## src/riscboy_periph_pkg.sv

```systemverilog
// Shared widths, address map, register offsets and APB structs, referenced by scoped names
package riscboy_periph_pkg;

// ==============================
// Widths
// ==============================

localparam int W_PADDR    = 16;                  // APB address
localparam int W_DATA     = 32;                  // APB data
localparam int N_PADS     = 11;
localparam int W_PWM      = 8;                   // PWM counter, compare and divider
localparam int W_OFFSET   = 12;                  // Register offset inside one block
localparam int W_REGION   = W_PADDR - W_OFFSET;  // Region select bits above the offset
localparam int W_PWM_CTRL = 2;

// PWM_CTRL bit positions
localparam int PWM_CTRL_EN  = 0;
localparam int PWM_CTRL_INV = 1;

// ==============================
// Address map
// ==============================

localparam logic [W_REGION-1:0] REGION_GPIO = 4'h0;
localparam logic [W_REGION-1:0] REGION_PWM  = 4'h1;

// ==============================
// Types
// ==============================

typedef logic [W_PADDR-1:0] paddr_t;
typedef logic [W_DATA-1:0]  word_t;
typedef logic [N_PADS-1:0]  pad_t;
typedef logic [W_PWM-1:0]   pwm_t;

// Slot the splitter routes an access to
typedef enum logic [1:0] {
	SLOT_GPIO = 2'd0,
	SLOT_PWM  = 2'd1,
	SLOT_NONE = 2'd3     // Unmapped, answered by the splitter
} apb_slot_e;

typedef enum logic [W_OFFSET-1:0] {
	GPIO_OUT = 12'h000,
	GPIO_OE  = 12'h004,
	GPIO_IN  = 12'h008   // Read only
} gpio_reg_e;

typedef enum logic [W_OFFSET-1:0] {
	PWM_CTRL = 12'h000,  // Bit 0 enable, bit 1 invert
	PWM_DIV  = 12'h004,
	PWM_CMP  = 12'h008
} pwm_reg_e;

// APB request from requester to completer
typedef struct packed {
	paddr_t paddr;
	logic   psel;
	logic   penable;
	logic   pwrite;
	word_t  pwdata;
} apb_req_t;

// APB response, no pready since every access completes in its access phase
typedef struct packed {
	word_t prdata;
	logic  pslverr;
} apb_rsp_t;

endpackage

```

## src/apb_splitter.sv

```systemverilog
// APB splitter: decodes the region, forwards the request to one slot and muxes its response back
module apb_splitter (
	input  logic                         i_clk_sys,   // Assertions only
	input  logic                         i_rst_n,     // Assertions only

	input  riscboy_periph_pkg::apb_req_t i_apb,
	output riscboy_periph_pkg::apb_rsp_t o_apb,

	output riscboy_periph_pkg::apb_req_t o_gpio_req,
	input  riscboy_periph_pkg::apb_rsp_t i_gpio_rsp,
	output riscboy_periph_pkg::apb_req_t o_pwm_req,
	input  riscboy_periph_pkg::apb_rsp_t i_pwm_rsp
);

riscboy_periph_pkg::apb_slot_e           slot;
logic [riscboy_periph_pkg::W_REGION-1:0] region;

// ==============================
// Address decode
// ==============================

assign region = i_apb.paddr[riscboy_periph_pkg::W_PADDR-1 -: riscboy_periph_pkg::W_REGION];

always_comb begin
	case (region)
		riscboy_periph_pkg::REGION_GPIO: slot = riscboy_periph_pkg::SLOT_GPIO;
		riscboy_periph_pkg::REGION_PWM:  slot = riscboy_periph_pkg::SLOT_PWM;
		default:                         slot = riscboy_periph_pkg::SLOT_NONE;
	endcase
end

// ==============================
// Request fan-out
// ==============================

// Copy of the request for one slot, offset only, strobes gated by the hit
function automatic riscboy_periph_pkg::apb_req_t slot_req(
	input riscboy_periph_pkg::apb_req_t req,
	input logic                         hit
);
	riscboy_periph_pkg::apb_req_t r;
	r = req;
	r.paddr = {
		{riscboy_periph_pkg::W_REGION{1'b0}},
		req.paddr[riscboy_periph_pkg::W_OFFSET-1:0]
	};
	r.psel    = req.psel && hit;
	r.penable = req.penable && hit;  // Keeps penable low on the unselected slot
	return r;
endfunction

assign o_gpio_req = slot_req(i_apb, slot == riscboy_periph_pkg::SLOT_GPIO);
assign o_pwm_req  = slot_req(i_apb, slot == riscboy_periph_pkg::SLOT_PWM);

// ==============================
// Response mux
// ==============================

always_comb begin
	case (slot)
		riscboy_periph_pkg::SLOT_GPIO: o_apb = i_gpio_rsp;
		riscboy_periph_pkg::SLOT_PWM:  o_apb = i_pwm_rsp;
		default: begin
			o_apb.prdata  = '0;    // Unmapped region
			o_apb.pslverr = 1'b1;
		end
	endcase
end

// ==============================
// Protocol checks
// ==============================

a_penable_needs_psel: assert property (
	@(posedge i_clk_sys) disable iff (!i_rst_n)
	i_apb.penable |-> i_apb.psel
);

// Every setup cycle is followed by an access cycle carrying the same request
a_setup_then_access: assert property (
	@(posedge i_clk_sys) disable iff (!i_rst_n)
	i_apb.psel && !i_apb.penable |=>
		i_apb.psel && i_apb.penable
		&& $stable(i_apb.paddr)
		&& $stable(i_apb.pwrite)
		&& $stable(i_apb.pwdata)
);

endmodule

```

## src/gpio.sv

```systemverilog
// GPIO block on APB: output and output-enable registers plus a synchronized pad input register
module gpio (
	input  logic                         i_clk_sys,
	input  logic                         i_rst_n,

	input  riscboy_periph_pkg::apb_req_t i_apb,
	output riscboy_periph_pkg::apb_rsp_t o_apb,

	output riscboy_periph_pkg::pad_t     o_padout,
	output riscboy_periph_pkg::pad_t     o_padoe,
	input  riscboy_periph_pkg::pad_t     i_padin
);

riscboy_periph_pkg::pad_t      padout_q;
riscboy_periph_pkg::pad_t      padoe_q;
riscboy_periph_pkg::pad_t      padin_meta;  // First synchronizer stage
riscboy_periph_pkg::pad_t      padin_sync;
riscboy_periph_pkg::gpio_reg_e reg_sel;
riscboy_periph_pkg::word_t     rdata;
logic                          err;
logic                          wr_en;

assign reg_sel = riscboy_periph_pkg::gpio_reg_e'(i_apb.paddr[riscboy_periph_pkg::W_OFFSET-1:0]);

// ==============================
// Register decode
// ==============================

always_comb begin
	rdata = '0;
	err   = 1'b0;
	case (reg_sel)
		riscboy_periph_pkg::GPIO_OUT: rdata = riscboy_periph_pkg::word_t'(padout_q);
		riscboy_periph_pkg::GPIO_OE:  rdata = riscboy_periph_pkg::word_t'(padoe_q);
		riscboy_periph_pkg::GPIO_IN: begin
			if (i_apb.pwrite)
				err = 1'b1;                  // Read only
			else
				rdata = riscboy_periph_pkg::word_t'(padin_sync);
		end
		default: err = 1'b1;                 // Unknown offset
	endcase
end

assign o_apb.prdata  = rdata;
assign o_apb.pslverr = i_apb.psel && err;

// Write lands at the edge closing the access phase
assign wr_en = i_apb.psel && i_apb.penable && i_apb.pwrite && !err;

// ==============================
// Registers
// ==============================

always_ff @(posedge i_clk_sys or negedge i_rst_n) begin
	if (!i_rst_n) begin
		padout_q <= '0;
		padoe_q  <= '0;
	end else if (wr_en) begin
		case (reg_sel)
			riscboy_periph_pkg::GPIO_OUT: padout_q <= i_apb.pwdata[riscboy_periph_pkg::N_PADS-1:0];
			riscboy_periph_pkg::GPIO_OE:  padoe_q  <= i_apb.pwdata[riscboy_periph_pkg::N_PADS-1:0];
			default: ;
		endcase
	end
end

// Pads are asynchronous to clk_sys
always_ff @(posedge i_clk_sys or negedge i_rst_n) begin
	if (!i_rst_n) begin
		padin_meta <= '0;
		padin_sync <= '0;
	end else begin
		padin_meta <= i_padin;
		padin_sync <= padin_meta;
	end
end

assign o_padout = padout_q;
assign o_padoe  = padoe_q;

// The splitter must gate penable along with psel for this slot
a_penable_needs_psel: assert property (
	@(posedge i_clk_sys) disable iff (!i_rst_n)
	i_apb.penable |-> i_apb.psel
);

endmodule

```

## src/pwm_tiny.sv

```systemverilog
// Backlight PWM on APB: control, divider and compare registers driving a registered duty output
module pwm_tiny (
	input  logic                         i_clk_sys,
	input  logic                         i_rst_n,

	input  riscboy_periph_pkg::apb_req_t i_apb,
	output riscboy_periph_pkg::apb_rsp_t o_apb,

	output logic                         o_lcd_pwm
);

logic [riscboy_periph_pkg::W_PWM_CTRL-1:0] ctrl_q;
riscboy_periph_pkg::pwm_t                  div_q;
riscboy_periph_pkg::pwm_t                  cmp_q;
riscboy_periph_pkg::pwm_t                  div_ctr;
riscboy_periph_pkg::pwm_t                  ctr;
riscboy_periph_pkg::pwm_reg_e              reg_sel;
riscboy_periph_pkg::word_t                 rdata;
logic                                      err;
logic                                      wr_en;
logic                                      tick;
logic                                      en;
logic                                      inv;
logic                                      pwm_q;

assign reg_sel = riscboy_periph_pkg::pwm_reg_e'(i_apb.paddr[riscboy_periph_pkg::W_OFFSET-1:0]);
assign en      = ctrl_q[riscboy_periph_pkg::PWM_CTRL_EN];
assign inv     = ctrl_q[riscboy_periph_pkg::PWM_CTRL_INV];

// ==============================
// APB registers
// ==============================

always_comb begin
	rdata = '0;
	err   = 1'b0;
	case (reg_sel)
		riscboy_periph_pkg::PWM_CTRL: rdata = riscboy_periph_pkg::word_t'(ctrl_q);
		riscboy_periph_pkg::PWM_DIV:  rdata = riscboy_periph_pkg::word_t'(div_q);
		riscboy_periph_pkg::PWM_CMP:  rdata = riscboy_periph_pkg::word_t'(cmp_q);
		default:                      err = 1'b1;
	endcase
end

assign o_apb.prdata  = rdata;
assign o_apb.pslverr = i_apb.psel && err;
assign wr_en         = i_apb.psel && i_apb.penable && i_apb.pwrite && !err;

always_ff @(posedge i_clk_sys or negedge i_rst_n) begin
	if (!i_rst_n) begin
		ctrl_q <= '0;
		div_q  <= '0;
		cmp_q  <= '0;
	end else if (wr_en) begin
		case (reg_sel)
			riscboy_periph_pkg::PWM_CTRL:
				ctrl_q <= i_apb.pwdata[riscboy_periph_pkg::W_PWM_CTRL-1:0];
			riscboy_periph_pkg::PWM_DIV:  div_q <= i_apb.pwdata[riscboy_periph_pkg::W_PWM-1:0];
			riscboy_periph_pkg::PWM_CMP:  cmp_q <= i_apb.pwdata[riscboy_periph_pkg::W_PWM-1:0];
			default: ;
		endcase
	end
end

// ==============================
// Divider and duty counter
// ==============================

// Compare with >= so a smaller DIV written mid-count takes effect at once
assign tick = div_ctr >= div_q;

// Free running, so register writes never restart the period
always_ff @(posedge i_clk_sys or negedge i_rst_n) begin
	if (!i_rst_n) begin
		div_ctr <= '0;
		ctr     <= '0;
	end else if (tick) begin
		div_ctr <= '0;
		ctr     <= ctr + riscboy_periph_pkg::pwm_t'(1);  // Wraps at 256
	end else begin
		div_ctr <= div_ctr + riscboy_periph_pkg::pwm_t'(1);
	end
end

always_ff @(posedge i_clk_sys or negedge i_rst_n) begin
	if (!i_rst_n)
		pwm_q <= 1'b0;
	else if (en)
		pwm_q <= (ctr < cmp_q) ^ inv;
	else
		pwm_q <= inv;                // Idle level follows invert
end

assign o_lcd_pwm = pwm_q;

// One cycle of slack after a DIV write, then the divider is back in range
a_div_ctr_in_range: assert property (
	@(posedge i_clk_sys) disable iff (!i_rst_n)
	!$changed(div_q) |-> div_ctr <= div_q
);

endmodule

```

## src/riscboy_periph.sv

```systemverilog
// Peripheral subsystem top: APB splitter feeding the GPIO and backlight PWM blocks
module riscboy_periph (
	input  logic                         i_clk_sys,
	input  logic                         i_rst_n,

	// APB port from the external requester
	input  riscboy_periph_pkg::apb_req_t i_apb,
	output riscboy_periph_pkg::apb_rsp_t o_apb,

	// Pads
	output riscboy_periph_pkg::pad_t     o_padout,
	output riscboy_periph_pkg::pad_t     o_padoe,
	input  riscboy_periph_pkg::pad_t     i_padin,

	output logic                         o_lcd_pwm   // LCD backlight
);

// ==============================
// Interconnect
// ==============================

riscboy_periph_pkg::apb_req_t gpio_req;
riscboy_periph_pkg::apb_rsp_t gpio_rsp;
riscboy_periph_pkg::apb_req_t pwm_req;
riscboy_periph_pkg::apb_rsp_t pwm_rsp;

// ==============================
// Bus fabric
// ==============================

apb_splitter u_splitter (
	.i_clk_sys  (i_clk_sys),
	.i_rst_n    (i_rst_n),
	.i_apb      (i_apb),
	.o_apb      (o_apb),
	.o_gpio_req (gpio_req),
	.i_gpio_rsp (gpio_rsp),
	.o_pwm_req  (pwm_req),
	.i_pwm_rsp  (pwm_rsp)
);

// ==============================
// Peripherals
// ==============================

gpio u_gpio (
	.i_clk_sys (i_clk_sys),
	.i_rst_n   (i_rst_n),
	.i_apb     (gpio_req),   // Region 0x0
	.o_apb     (gpio_rsp),
	.o_padout  (o_padout),
	.o_padoe   (o_padoe),
	.i_padin   (i_padin)
);

pwm_tiny u_pwm (
	.i_clk_sys (i_clk_sys),
	.i_rst_n   (i_rst_n),
	.i_apb     (pwm_req),    // Region 0x1
	.o_apb     (pwm_rsp),
	.o_lcd_pwm (o_lcd_pwm)
);

endmodule

```

## config.mk

```make
export PLATFORM = sky130hd
export DESIGN_NAME = riscboy_periph
export DESIGN_NICKNAME = d
export VERILOG_FILES = /design/src/riscboy_periph_pkg.sv /design/src/apb_splitter.sv /design/src/gpio.sv /design/src/pwm_tiny.sv /design/src/riscboy_periph.sv
export SDC_FILE = /design/constraint.sdc
export NUM_CORES = 1
export LEC_CHECK = 0
export BUFFER_PORTS_ARGS = -buffer_cell sky130_fd_sc_hd__buf_4
export CORE_MARGIN = 10
export CORE_UTILIZATION = 55
export DETAILED_ROUTE_END_ITERATION = 8
export GPL_TIMING_DRIVEN = 0
export HOLD_SLACK_MARGIN = 0.08
export PLACE_DENSITY = 0.87
export SLEW_MARGIN = 30
export SYNTH_ARGS = -nofsm -noshare
export SYNTH_HDL_FRONTEND = slang
export SYNTH_SLANG_ARGS = --single-unit
```

## constraint.sdc

```tcl
create_clock -name i_clk_sys -period 3.8 [get_ports i_clk_sys]
set_input_delay 0.76 -clock i_clk_sys [delete_from_list [all_inputs] [get_ports i_clk_sys]]
set_output_delay 0.76 -clock i_clk_sys [all_outputs]
set_load 0.02 [all_outputs]
```

* Yosys cells after proc, flatten, opt, wreduce, memory -nomap -nowiden
Cells that the tools add are included.
** Word-level totals
- Flip-flop bits (word level) :: 79
- Input port bits :: 64
- Logic and storage cells :: 52
** Cells by class
- $add $sub $neg :: 2
- Magnitude comparators :: 2
- Equal/unequal tests :: 4
- Multiplexer cells :: 10
- Bitwise logic cells :: 1
- Reduce and logical (&&, ||, !) cells :: 23
** Operator list (count)
- one-hot mux 32 bit (3 select lines) :: 1
- one-hot mux 33 bit (2 select lines) :: 1
- one-hot mux 8 bit (3 select lines) :: 1
- adder 8 x 1 -> 8 bit (second input constant) :: 2
- equality test 12 x 3 -> 1 bit (second input constant) :: 1
- equality test 12 x 4 -> 1 bit (second input constant) :: 1
- logical AND 1 bit :: 12
- zero test 12 bit :: 1
- two-way mux 11 bit :: 1
- AND reduction 2 bit :: 5
- greater-or-equal comparator 8 bit :: 1
- less-than comparator 8 bit :: 1
- two-way mux 8 bit :: 1
- equality test 4 x 1 -> 1 bit (second input constant) :: 1
- zero test 4 bit :: 1
- one-hot mux 2 bit (2 select lines) :: 1
- two-way mux 1 bit :: 3
- OR reduction 3 bit :: 1
- equality test 2 x 1 -> 1 bit (second input constant) :: 1
- zero test 2 bit :: 1
- one-hot mux 1 bit (2 select lines) :: 1
- OR reduction 2 bit :: 1
- zero test 1 bit :: 1
- XOR 1 bit :: 1

* Longest topological paths before layout
- Word-level depth :: 8
- Depth in mapped cells :: 8

* Hierarchy
Synthesis repeated with hierarchy kept, for this count alone.
** Second synthesis, totals
- Cell total of the unflattened synthesis :: 541
- Area, all modules :: 5584.1 µm²
** By module, submodules not included
- pwm_tiny :: times used 1, cells each 198, area each 2234.6 µm², sequential area each 875.8 µm²
- gpio :: times used 1, cells each 162, area each 2034.5 µm², sequential area each 1101.1 µm²
- apb_splitter :: times used 1, cells each 181, area each 1315.0 µm², sequential area each 0.0 µm²

* Least setup slack after synthesis
Ideal clock, no wire load.
- Path type :: input to output
- Start :: input i_apb[44] (netlist bit)
- End :: output o_apb[1] (netlist bit)
- Data arrival time :: 2226 ps
- Path slack :: 814 ps
- Stages on the path :: 5
- Cells stage by stage :: nor4_4 > nand4_4 > or3b_1 > buf_6 > o22ai_1
** RTL lines
- start: declaration :: line riscboy_periph.sv:7 : input riscboy_periph_pkg::apb_req_t i_apb,
- end: declaration :: line riscboy_periph.sv:8 : output riscboy_periph_pkg::apb_rsp_t o_apb,

==> impl_metrics.env <==
export IMPL_dieWidth_um=104
export IMPL_num_nets_final=513
export IMPL_synth_seq_area_share_pct=50.7
export IMPL_start_of_the_worst_register_to_register_path="u_pwm.div_ctr[2]"
export IMPL_final_period_minus_worst_setup_slack_ns=3.26
export IMPL_flow_area_growth_from_synthesis_pct=25.0
export IMPL_worst_hold_slack_ns=0.355
export IMPL_endpoint_kind="primary output"
export IMPL_slowest_stage="sky130_fd_sc_hd__nor4_4"
export IMPL_net_switching_power_mw=0.468
export IMPL_crit_chain="buf_4 -> nor4_4 -> nand4_4 -> nor3b_2 -> buf_2 -> a22oi_1 -> o22ai_1 -> buf_4"
export IMPL_design_die_area_um2=10900
export IMPL_crit_type="input port to primary output"
export IMPL_core_um2=6830
export IMPL_cp_top_family="simple AND/OR/NAND/NOR gates"
export IMPL_synthXorXnorAreaFrac_pct=3.15
export IMPL_vias_per_cell=5.33
export IMPL_tns_ns=0
export IMPL_initial_drt_markers=112
export IMPL_total_power_mw=1.76
export IMPL_buffer_ports_inserted=76
export IMPL_rows=30
export IMPL_max_stage_delay_ns=0.34
export IMPL_numCtsBuffers=9
export IMPL_synth_mux_area_share_pct=13.5
export IMPL_detailedRoute_firstPassIterationCount=4
export IMPL_ys_seq_elements=79
export IMPL_power_frac_seq_pct=52.5
export IMPL_grt_remaining_overflow=0
export IMPL_effective_utilization_at_floorplan_pct=57.1
export IMPL_hpwlAfterDp_mm=7.03
export IMPL_clock_fmax_mhz=306
export IMPL_final_cell_mix="98 x sky130_fd_sc_hd__buf_4, 79 x sky130_fd_sc_hd__dfrtp_1, 35 x sky130_fd_sc_hd__mux2_2"
export IMPL_cts_hold_fix_buffers=0
export IMPL_worstHoldStart="u_gpio.padin_meta[8]"
export IMPL_slew_violations=0
export IMPL_first_global_vias=2984
export IMPL_worst_endpoint_required_ns=3.04
export IMPL_worstHoldPathType="flip-flop to flip-flop"
export IMPL_areal_power_density_over_the_cells_nw_per_um2=361
export IMPL_grt_max_degree=80
export IMPL_synthesized_area_fraction_occupied_by_ao_oa_aoi_and_oai_cells_pct=9.50
export IMPL_cts_reportedPaths_clkPinSlew_ns=0.09
export IMPL_synth_fa_ha_area_share_pct=5.46
export IMPL_share_clk_of_total_power_pct=36.4
export IMPL_syn_cell_area_um2=3900
export IMPL_clk_latency_ns=0.36
export IMPL_synthArstFlopShare_pct=100
export IMPL_slew_headroom_pct=53.8
export IMPL_synth_warnings=0
export IMPL_place_congestion=0.811
export IMPL_fraction_of_final_layout_cells_sized_beyond_drive_strength_1_pct=38.7
export IMPL_insertedDiodeCount=0
export IMPL_dpl_instance_area_um2=4660
export IMPL_grt_antenna_before_repair=0
export IMPL_worst_setup_path_startpoint="i_apb[44]"
export IMPL_ys_types=47
export IMPL_clk_root_buffer_cell="sky130_fd_sc_hd__clkbuf_8"
export IMPL_setup_repair_after_global_routing_missed_its_margin="no"
export IMPL_fin_area_um2=4870
export IMPL_setup_viol=0
export IMPL_antenna_left=0
export IMPL_crit_path_start_kind="input port"
export IMPL_cts_resized=0
export IMPL_top_level_ports=120
export IMPL_setup_ws_ns=0.537
export IMPL_remaining_drc_errors=0
export IMPL_synth_simple_gate_area_share_pct=9.88
export IMPL_switching_share_pct=26.6
export IMPL_detailedPlace_worstSlack_ns=0.568
export IMPL_gate_count_of_the_mapped_netlist=325
export IMPL_cts_buffer_depth=2
export IMPL_crit_cells=8
export IMPL_min_delay_path_depth=0
export IMPL_grt_first_pass_wirelength_mm=15.4
export IMPL_die_y_extent_um=104
export IMPL_synth_avg_cell_area_um2=12.0
export IMPL_most_frequent_standard_cell_in_the_layout_excluding_fill_and_tap_cells="sky130_fd_sc_hd__buf_4"
export IMPL_timing_max_cap_violations=0
export IMPL_crit_top_cell="sky130_fd_sc_hd__buf_4"
export IMPL_hold_violations=0
export IMPL_tritoncts="built"
export IMPL_cp_max_fo=10
export IMPL_dr_total_vias=2840
export IMPL_vdd_ir_drop_worst_mv=0.316
export IMPL_critical_path_arrival_ns=2.50
export IMPL_synth_ff_type="sky130_fd_sc_hd__dfrtp_1"
export IMPL_critPathBufInv=3
export IMPL_fin_crit_sh_pct=85.9
export IMPL_reg2reg_depth=7
export IMPL_groute_usage_overall_pct=17.4
export IMPL_ctsHtreeMaxLevel=3
export IMPL_routedWlPerCell_um=17.6
export IMPL_worst_slew_pin_slew_ns=0.694
export IMPL_synth_top_family_by_area="multiplexers"
export IMPL_p_comb_share_pct=11.0
export IMPL_wl_mm=9.38
export IMPL_clock_sinks=79
export IMPL_number_of_enable_flip_flop_cells_after_synthesis=0
export IMPL_leakagePower_nw=2.45
export IMPL_postCtsSetupBuffers=0
export IMPL_status="complete, no violations"
export IMPL_clock_skew_final_ns=0.00751
export IMPL_p_int_mw=1.29
-- power by group through the flow --
stage,logic [mW],clock network (mW),registers (mW)
after floorplan,0.115,0,0.930
after global placement,0.183,0,0.937
after detailed placement,0.193,0,0.941
after CTS,0.195,0.644,0.924
after global routing,0.219,0.685,0.930
final,0.194,0.640,0.924
-- worst paths after layout --
check | slack [ns] | end
setup reg to reg | 1.61 | u_pwm.ctr[1]
setup / recovery | 0.54 | o_apb[5]
hold reg to reg | 0.36 | u_gpio.padin_sync[8]
max in group asynchronous | 2.91 | u_gpio.o_padout[1]
hold / removal | 0.36 | u_gpio.padin_sync[8]
min in group asynchronous | 0.43 | u_pwm.ctr[1]
-- registers in the layout, summed over array words and instances, names as in the netlist, 2 cells and up --
register	cells
u_gpio.o_padoe	11
u_pwm.ctrl_q	2
u_gpio.padin_sync	11
u_pwm.div_q	8
u_gpio.o_padout	11
u_pwm.ctr	8
u_pwm.div_ctr	8
u_gpio.padin_meta	11
u_pwm.cmp_q	8
-- synth_stat cells (all sizes together), types with 2 or more instances --
library cell  number  area share (%)
dfrtp             79              51
mux2              45              13
buf               31             5.7
inv               19             1.8
a22oi             17             3.3
ha                17             5.5
nor2              17             1.6
nand2             13             1.3
o21ai             13             1.7
o22ai              8             1.3
nand3              7            0.90
xnor2              7             1.6
xor2               7             1.6
and3               5            0.80
nor3               4             1.1
o2111ai            4            0.90
a21oi              3            0.38
nand4              3             1.0
nor2b              3            0.48
nor4               3             1.3
o21a               3            0.58
mux2i              2            0.51
nor3b              2            0.51
-- cell families (layout without fill, tap and decap cells) --
family                     Yosys count  count (layout)
DFF                                 79              79
and+or+nand+nor                     62              62
AOI/OAI and AO/OA                   54              54
buffers and inverters               51             143
muxes                               47              47
adders and majority gates           17              17
xor gates and xnor gates            14              14
other                                1              21
-- metrics by stage --
stage | util (%) | std cells
6_report | 71.3 | 533
3_5_place_dp | 68.3 | 517
4_1_cts | 71.3 | 533
3_3_place_gp | 68.3 | 517
2_1_floorplan | - | 345
5_1_grt | 71.3 | 533
-- layer usage --
metal / routed length, µm / GRT usage [%]
met5: 0 / 0
met4: 231 / 8.65
met3: 600 / 5.14
met2: 4490 / 26.9
met1: 4060 / 21.5
-- worst register-to-register path: stages (launching register included) --
cell	delay, ns
sky130_fd_sc_hd__dfrtp_1	0.44
sky130_fd_sc_hd__ha_1	0.30
sky130_fd_sc_hd__o21a_1	0.10
sky130_fd_sc_hd__o21ai_0	0.09
sky130_fd_sc_hd__a221oi_2	0.46
sky130_fd_sc_hd__or2_2	0.19
sky130_fd_sc_hd__buf_4	0.16
sky130_fd_sc_hd__mux2_2	0.34
-- final cells by class --
cell class                 instances  area, µm²
multi-input combinational        215       1700
tap                               96        120
sequential                        79       1980
inverter                          19       71.3
clock inverter                     7       80.1
buffer                            32        229
timing repair buffer              76        574
clock buffer                       9        124
fill                             454       1960
Note: power is estimated with default switching activity, not from simulation.
